`config.mk`:
```
export PLATFORM = sky130hd
export DESIGN_NAME = dp_madd
export DESIGN_NICKNAME = d
export VERILOG_FILES = /design/src/hw/dp_pkg.sv /design/src/hw/dp_madd.sv
export SDC_FILE = /design/constraint.sdc
export NUM_CORES = 1
export LEC_CHECK = 0
export BUFFER_PORTS_ARGS = -buffer_cell sky130_fd_sc_hd__buf_2
export CORE_MARGIN = 3
export CORE_UTILIZATION = 45
export CTS_CLUSTER_DIAMETER = 150
export CTS_CLUSTER_SIZE = 10
export DETAILED_ROUTE_END_ITERATION = 7
export GPL_TIMING_DRIVEN = 1
export PLACE_DENSITY_LB_ADDON = 0.3
export SYNTH_ARGS = -nofsm -noshare
export SYNTH_HDL_FRONTEND = slang
export SYNTH_SLANG_ARGS = --single-unit
export TNS_END_PERCENT = 50
```
`constraint.sdc`:
```
create_clock -name i_clk -period 7.45 [get_ports i_clk]
set_clock_uncertainty 0.15 [all_clocks]
set_input_delay 1.1175 -clock i_clk [delete_from_list [all_inputs] [get_ports i_clk]]
set_output_delay 1.1175 -clock i_clk [all_outputs]
set_load 0.03 [all_outputs]
```
`src/hw/dp_pkg.sv`:
```
package dp_pkg;

    ////////////////////////////////////////
    // widths and counts
    ////////////////////////////////////////
    localparam int COE_WIDTH     = 39;  // one coefficient
    localparam int ADDR_WIDTH    = 4;   // log2 of words per bank
    localparam int LOG_NUM_BANK  = 3;   // bank select width
    localparam int NUM_BASE_BANK = 8;   // banks per poly
    localparam int NUM_POLY      = 3;   // polys per polyvec
    localparam int NUM_SLOT      = 3;   // load, hold, drain

    localparam int NUM_WORD      = 1 << ADDR_WIDTH;
    localparam int NUM_COE       = NUM_BASE_BANK * NUM_WORD; // 128 per poly
    localparam int COE_IDX_WIDTH = LOG_NUM_BANK + ADDR_WIDTH;

    ////////////////////////////////////////
    // plain vectors
    ////////////////////////////////////////
    typedef logic [COE_WIDTH-1:0]     coe_t;
    typedef logic [COE_IDX_WIDTH-1:0] coe_idx_t;   // {word, bank}
    typedef logic [LOG_NUM_BANK-1:0]  bank_sel_t;
    typedef logic [ADDR_WIDTH-1:0]    word_addr_t;
    typedef logic [1:0]               slot_t;      // 0..2 only

    ////////////////////////////////////////
    // bundles
    ////////////////////////////////////////
    typedef struct packed {
        coe_t [NUM_POLY-1:0] poly;  // poly 0 sits in the low bits
    } coe_vec_t;

    typedef struct packed {
        logic       we;
        bank_sel_t  bank;
        word_addr_t word;
        coe_vec_t   data;
    } buf_wr_t;

    typedef struct packed {
        logic     we;
        coe_idx_t idx;
        coe_vec_t data;
    } madd_wr_t;

    typedef enum logic [1:0] {
        IDLE,
        WALK,
        FLUSH
    } madd_state_t;

endpackage

```
`src/hw/dp_madd.sv`:
```
module dp_madd
    import dp_pkg::*;
#(
    parameter coe_t COE_MODULUS = 39'd549755813881  // 2^39 - 7
) (
    input  logic     i_clk,
    input  logic     i_rst,
    // control
    input  logic     i_madd_start,
    input  logic     i_swap,
    // drain slot read
    output coe_idx_t o_rd_idx,
    input  coe_vec_t i_rd_data,
    // external partial sums, same latency as the buffer
    input  coe_vec_t i_psum,
    // result
    output madd_wr_t o_wr,
    output logic     o_madd_done
);

    typedef logic [COE_WIDTH:0] coe_sum_t;  // one carry bit above a coefficient

    madd_state_t state_q;
    coe_idx_t    rd_idx_q;    // stage 0, address on the buffer
    logic        vld_d1_q;    // stage 1, data and psum arrive
    coe_idx_t    idx_d1_q;
    logic        wr_we_q;     // stage 2, result out
    coe_idx_t    wr_idx_q;
    coe_vec_t    wr_data_q;
    logic        done_q;
    logic        start_ok;
    logic        last_idx;
    coe_sum_t    sum [NUM_POLY];
    coe_vec_t    madd_res;

    assign start_ok = i_madd_start && !done_q;          // only once per rotation
    assign last_idx = (rd_idx_q == coe_idx_t'(NUM_COE - 1));

    ////////////////////////////////////////
    // FSM
    ////////////////////////////////////////
    always_ff @(posedge i_clk) begin
        if (i_rst) begin
            state_q  <= IDLE;
            rd_idx_q <= '0;
            done_q   <= 1'b1;   // drain idle out of reset
        end else begin
            case (state_q)
                IDLE: begin
                    if (start_ok) begin
                        state_q  <= WALK;
                        rd_idx_q <= '0;
                    end else if (i_swap) begin
                        done_q <= 1'b0;   // fresh drain slot waiting
                    end
                end
                WALK: begin
                    if (last_idx) begin
                        state_q <= FLUSH;
                    end else begin
                        rd_idx_q <= rd_idx_q + coe_idx_t'(1);
                    end
                end
                FLUSH: begin
                    // last write on the output this cycle
                    if (!vld_d1_q && wr_we_q) begin
                        state_q <= IDLE;
                        done_q  <= 1'b1;
                    end
                end
                default: state_q <= IDLE;
            endcase
        end
    end

    assign o_rd_idx    = rd_idx_q;
    assign o_madd_done = done_q;

    ////////////////////////////////////////
    // index pipeline
    ////////////////////////////////////////
    always_ff @(posedge i_clk) begin
        if (i_rst) begin
            vld_d1_q <= 1'b0;
            wr_we_q  <= 1'b0;
        end else begin
            vld_d1_q <= (state_q == WALK);   // address valid only while walking
            wr_we_q  <= vld_d1_q;
        end
    end

    always_ff @(posedge i_clk) begin
        idx_d1_q  <= rd_idx_q;
        wr_idx_q  <= idx_d1_q;
        wr_data_q <= madd_res;
    end

    ////////////////////////////////////////
    // modular add, per poly
    ////////////////////////////////////////
    always_comb begin
        for (int p = 0; p < NUM_POLY; p++) begin
            sum[p] = {1'b0, i_rd_data.poly[p]} + {1'b0, i_psum.poly[p]};
            // both inputs below the modulus, one subtract is enough
            if (sum[p] >= {1'b0, COE_MODULUS}) begin
                madd_res.poly[p] = coe_t'(sum[p] - {1'b0, COE_MODULUS});
            end else begin
                madd_res.poly[p] = coe_t'(sum[p]);
            end
        end
    end

    always_comb begin
        o_wr.we   = wr_we_q;
        o_wr.idx  = wr_idx_q;
        o_wr.data = wr_data_q;
    end

endmodule

```
==> reports/results.ini <==
[pwr]
share_comb_of_total_power_pct=47.1
clock_power_share_pct=25.8
power.share.switching_pct=42.6
cellInternalPower_w=0.00208
reported_net_switching_power_w=0.00154
pwr-share-seq_pct=27.1
leakagePower_nw=7.16
vdd_ir_drop_max_mv=0.128
power.density_cell_area_nw_per_um2=216

[drt]
vias=15223
routed_via_density=6.01
wl_per_cell_microns=18.4
drt_iter0_markers=1370
wirelength_mm=46.5
drc=0
drt_pre_antenna_iters=5
antenna_left=0

[grt]
largest_net_degree_at_the_start_of_global_routing=25
globalRouteTotalUtil_pct=26.2
gr-total-overflow=0
grt_pass1_vias=14074
antenna_found_initial=3
grt_first_pass_wirelength_mm=71.5

[sta]
maxSlewViolCount=0
rsz_0062_raised_after_global_routing=no
finalSetupTns_ns=0
tightest_slew_ns=1.17
timing.hold.ws_ns=0.176
layout_setup_ws_ns=1.98
timing.max_slew.rel_slack_pct=22.1
timing.final.crit_period_ns=5.47
hold_violations=0
final.period_utilization_pct=73.4
max_freq_mhz=183
finalSetupViolations=0

[cts]
clkTransAtPathRegs_ns=0.06
htreeDepth=4
post_cts_buffers=0
hold_buf_count_cts=0
cts_resized=0
tritoncts=built
worstSkewPairLatency_ns=0.44
clk_root_buffer_cell=sky130_fd_sc_hd__clkbuf_16
cts_made_buffers=17
tritoncts_num_sinks=143
clock_path_buffers=2

[floorplanning]
fp.dieArea_sq_um=33600
initial_utilization_pct=45.9
floorplan.die.height_microns=183
row_count=64
pin_count=371
design.core.area_sq_um=30800
die_w_microns=183

[worst_setup_path]
required_ns=7.61
startpoint_class_of_the_critical_path=input pin
crit_fanout=22
r2r_cells=8
crit_path_end_kind=flop
crit_path_dat_ns=5.63
timing_worst_setup_path_type=input pin to flop
r2r_setup_slack_ns=5.17
worst_r2r_startpoint=o_rd_idx[0]
worst_path_largest_cell_delay_ns=0.74
crit_chain=buf_2 -> ha_1 -> a21oi_1 -> o21ai_1 -> a221oi_1 -> o21ai_0 -> nor4b_1 -> a311oi_1 -> o211ai_1 -> or3_4 -> o31ai_4 -> buf_4 -> nand4_1 -> xnor2_1
timing.critical_path.slowest_stage_cell=sky130_fd_sc_hd__o31ai_4
r2r_end=o_rd_idx[5]

[layout]
final_layout_size_suffix_gt1_share_pct=22.5
area_growth_pct=18.4
footprint_of_the_multi_input_gates_sq_um=10800
sequential_cell_area_sq_um=2860
final_net_count=2488
final_core_util_pct=54.4
layout_common_cells=370 x sky130_fd_sc_hd__buf_2, 174 x sky130_fd_sc_hd__nand2_1, 156 x sky130_fd_sc_hd__a21oi_1
final_cell_count_no_fill=2533
final.fill_count=2967
layout.cells.most_common=sky130_fd_sc_hd__buf_2

[worst_hold_path]
worstHoldPathType=flop to flop
worst_hold_path.num_cells=0
hold-path-endpoint=wr_idx_q[4]
worst_hold_startpoint=idx_d1_q[4]

[flow_run]
max_cap_violations=0

[yosys]
proportion_of_register_bits_with_asynchronous_set_or_reset_after_synthesis_pct=0
syn-num-nets=2179
synthDistinctLibCells=102
synth-edff-count=0
synth.ff_latch_count=143
synthFlopType=sky130_fd_sc_hd__dfxtp_1
synth.area.top_cells=sky130_fd_sc_hd__dfxtp_1 20%, sky130_fd_sc_hd__ha_1 11%, sky130_fd_sc_hd__xnor2_1 7.7%
synth_top_cell_area_share_pct=20.2
yosys_warning_count=0
netlist_area_sq_um=14200
postSynthCellCount=1814
synthDominantAreaCellType=sky130_fd_sc_hd__dfxtp_1
avgSynthCellArea_sq_um=7.81
synth_sequential_area_ratio_pct=20.2

[placement]
io_buffers=370
gp_congestion=0.988
dp.final_hpwl_mm=38.8
dp_worst_setup_slack_ns=1.63
place.detailed.instances=2500

[run_status]
outcome=finished clean

## worst max-delay path: cells and delay by family
family,cells,cell delay (ns)
adder cells (fa/ha/maj),1,0.46
AO/OA/AOI/OAI,7,2.82
buffers and inverters,2,0.41
XOR/XNOR,1,0.16
AND/OR/NAND/NOR,3,0.67
## through the flow
stage | power [W] | area, sq um
floorplan | 0.00219 | 14200
global placement | 0.00266 | 16100
detailed placement | 0.00268 | 16100
CTS | 0.00362 | 16800
global route | 0.00380 | 16800
finish | 0.00362 | 16800
## layer usage
metal	vias to the layer above	share of wire, %	global-route usage (%)
li1	7402	-	-
met1	7047	42	34.0
met2	678	46	43.2
met3	94	8.1	4.82
met4	2	3.5	10.2
met5	-	0.028	0
## cell type report
type | count | share of cell area [%]
Antenna cell | 2 | 0.0299
Tap cell | 396 | 2.96
Timing Repair Buffer | 373 | 11.2
Sequential cell | 143 | 17.1
Multi-Input combinational cell | 1553 | 64.2
Inverter | 35 | 0.784
Clock inverter | 11 | 1.05
Clock buffer | 20 | 2.72
## worst max path at each step
| stage | startpoint | to | slack, ns | cells past startpoint |
|---|---|---|---|---|
| final | i_rd_data[58] | o_wr[70] | 1.98 | 14 |
| after global routing | i_rd_data[58] | o_wr[66] | 1.66 | 14 |
| after CTS | i_psum[58] | o_wr[70] | 2.06 | 14 |
| after detailed placement | i_rd_data[39] | o_wr[70] | 1.63 | 15 |
| after global placement | i_rd_data[58] | o_wr[70] | 1.69 | 14 |
| after floorplan | i_rd_data[39] | o_wr[77] | 2.54 | 14 |
## sequential cells by signal, summed over array words and instances (netlist names)
register / cells
o_wr: 117
idx_d1_q: 7
o_rd_idx: 7
wr_idx_q: 7
state_q: 2
o_madd_done: 1
vld_d1_q: 1
wr_we_q: 1
## Yosys cell counts, drive strengths merged, types with 29 or more instances
library cell,number
nand2,175
a21oi,160
dfxtp,143
ha,124
xnor2,124
nor2,121
o21ai,91
nand3,80
nand4,67
xor2,67
a21o,52
nor3,51
clkbuf,44
buf,39
nor4,37
inv,35
and2,30
and3,29
## kinds of logic (layout without fill, tap and decap cells)
logic type | count (synthesis) | in the layout | share of synthesized area, %
and+or+nand+nor | 697 | 697 | 26.4
AOI/OAI and AO/OA | 524 | 524 | 25.4
xor gates and xnor gates | 191 | 191 | 11.8
DFF | 143 | 143 | 20.2
adders and majority gates | 127 | 127 | 11.4
buffers and inverters | 118 | 439 | 3.76
muxes | 14 | 14 | 1.05
other | 0 | 2 | 0
## power groups by stage
stage | clock [W] | sequential (W) | combinational, W
6_report | 0.000934 | 0.000979 | 0.00170
5_1_grt | 0.000982 | 0.000988 | 0.00183
4_1_cts | 0.000948 | 0.000980 | 0.00169
3_5_place_dp | 0 | 0.000997 | 0.00168
3_3_place_gp | 0 | 0.000999 | 0.00167
2_1_floorplan | 0 | 0.00129 | 0.000899
(Power assumes the default switching activity.)
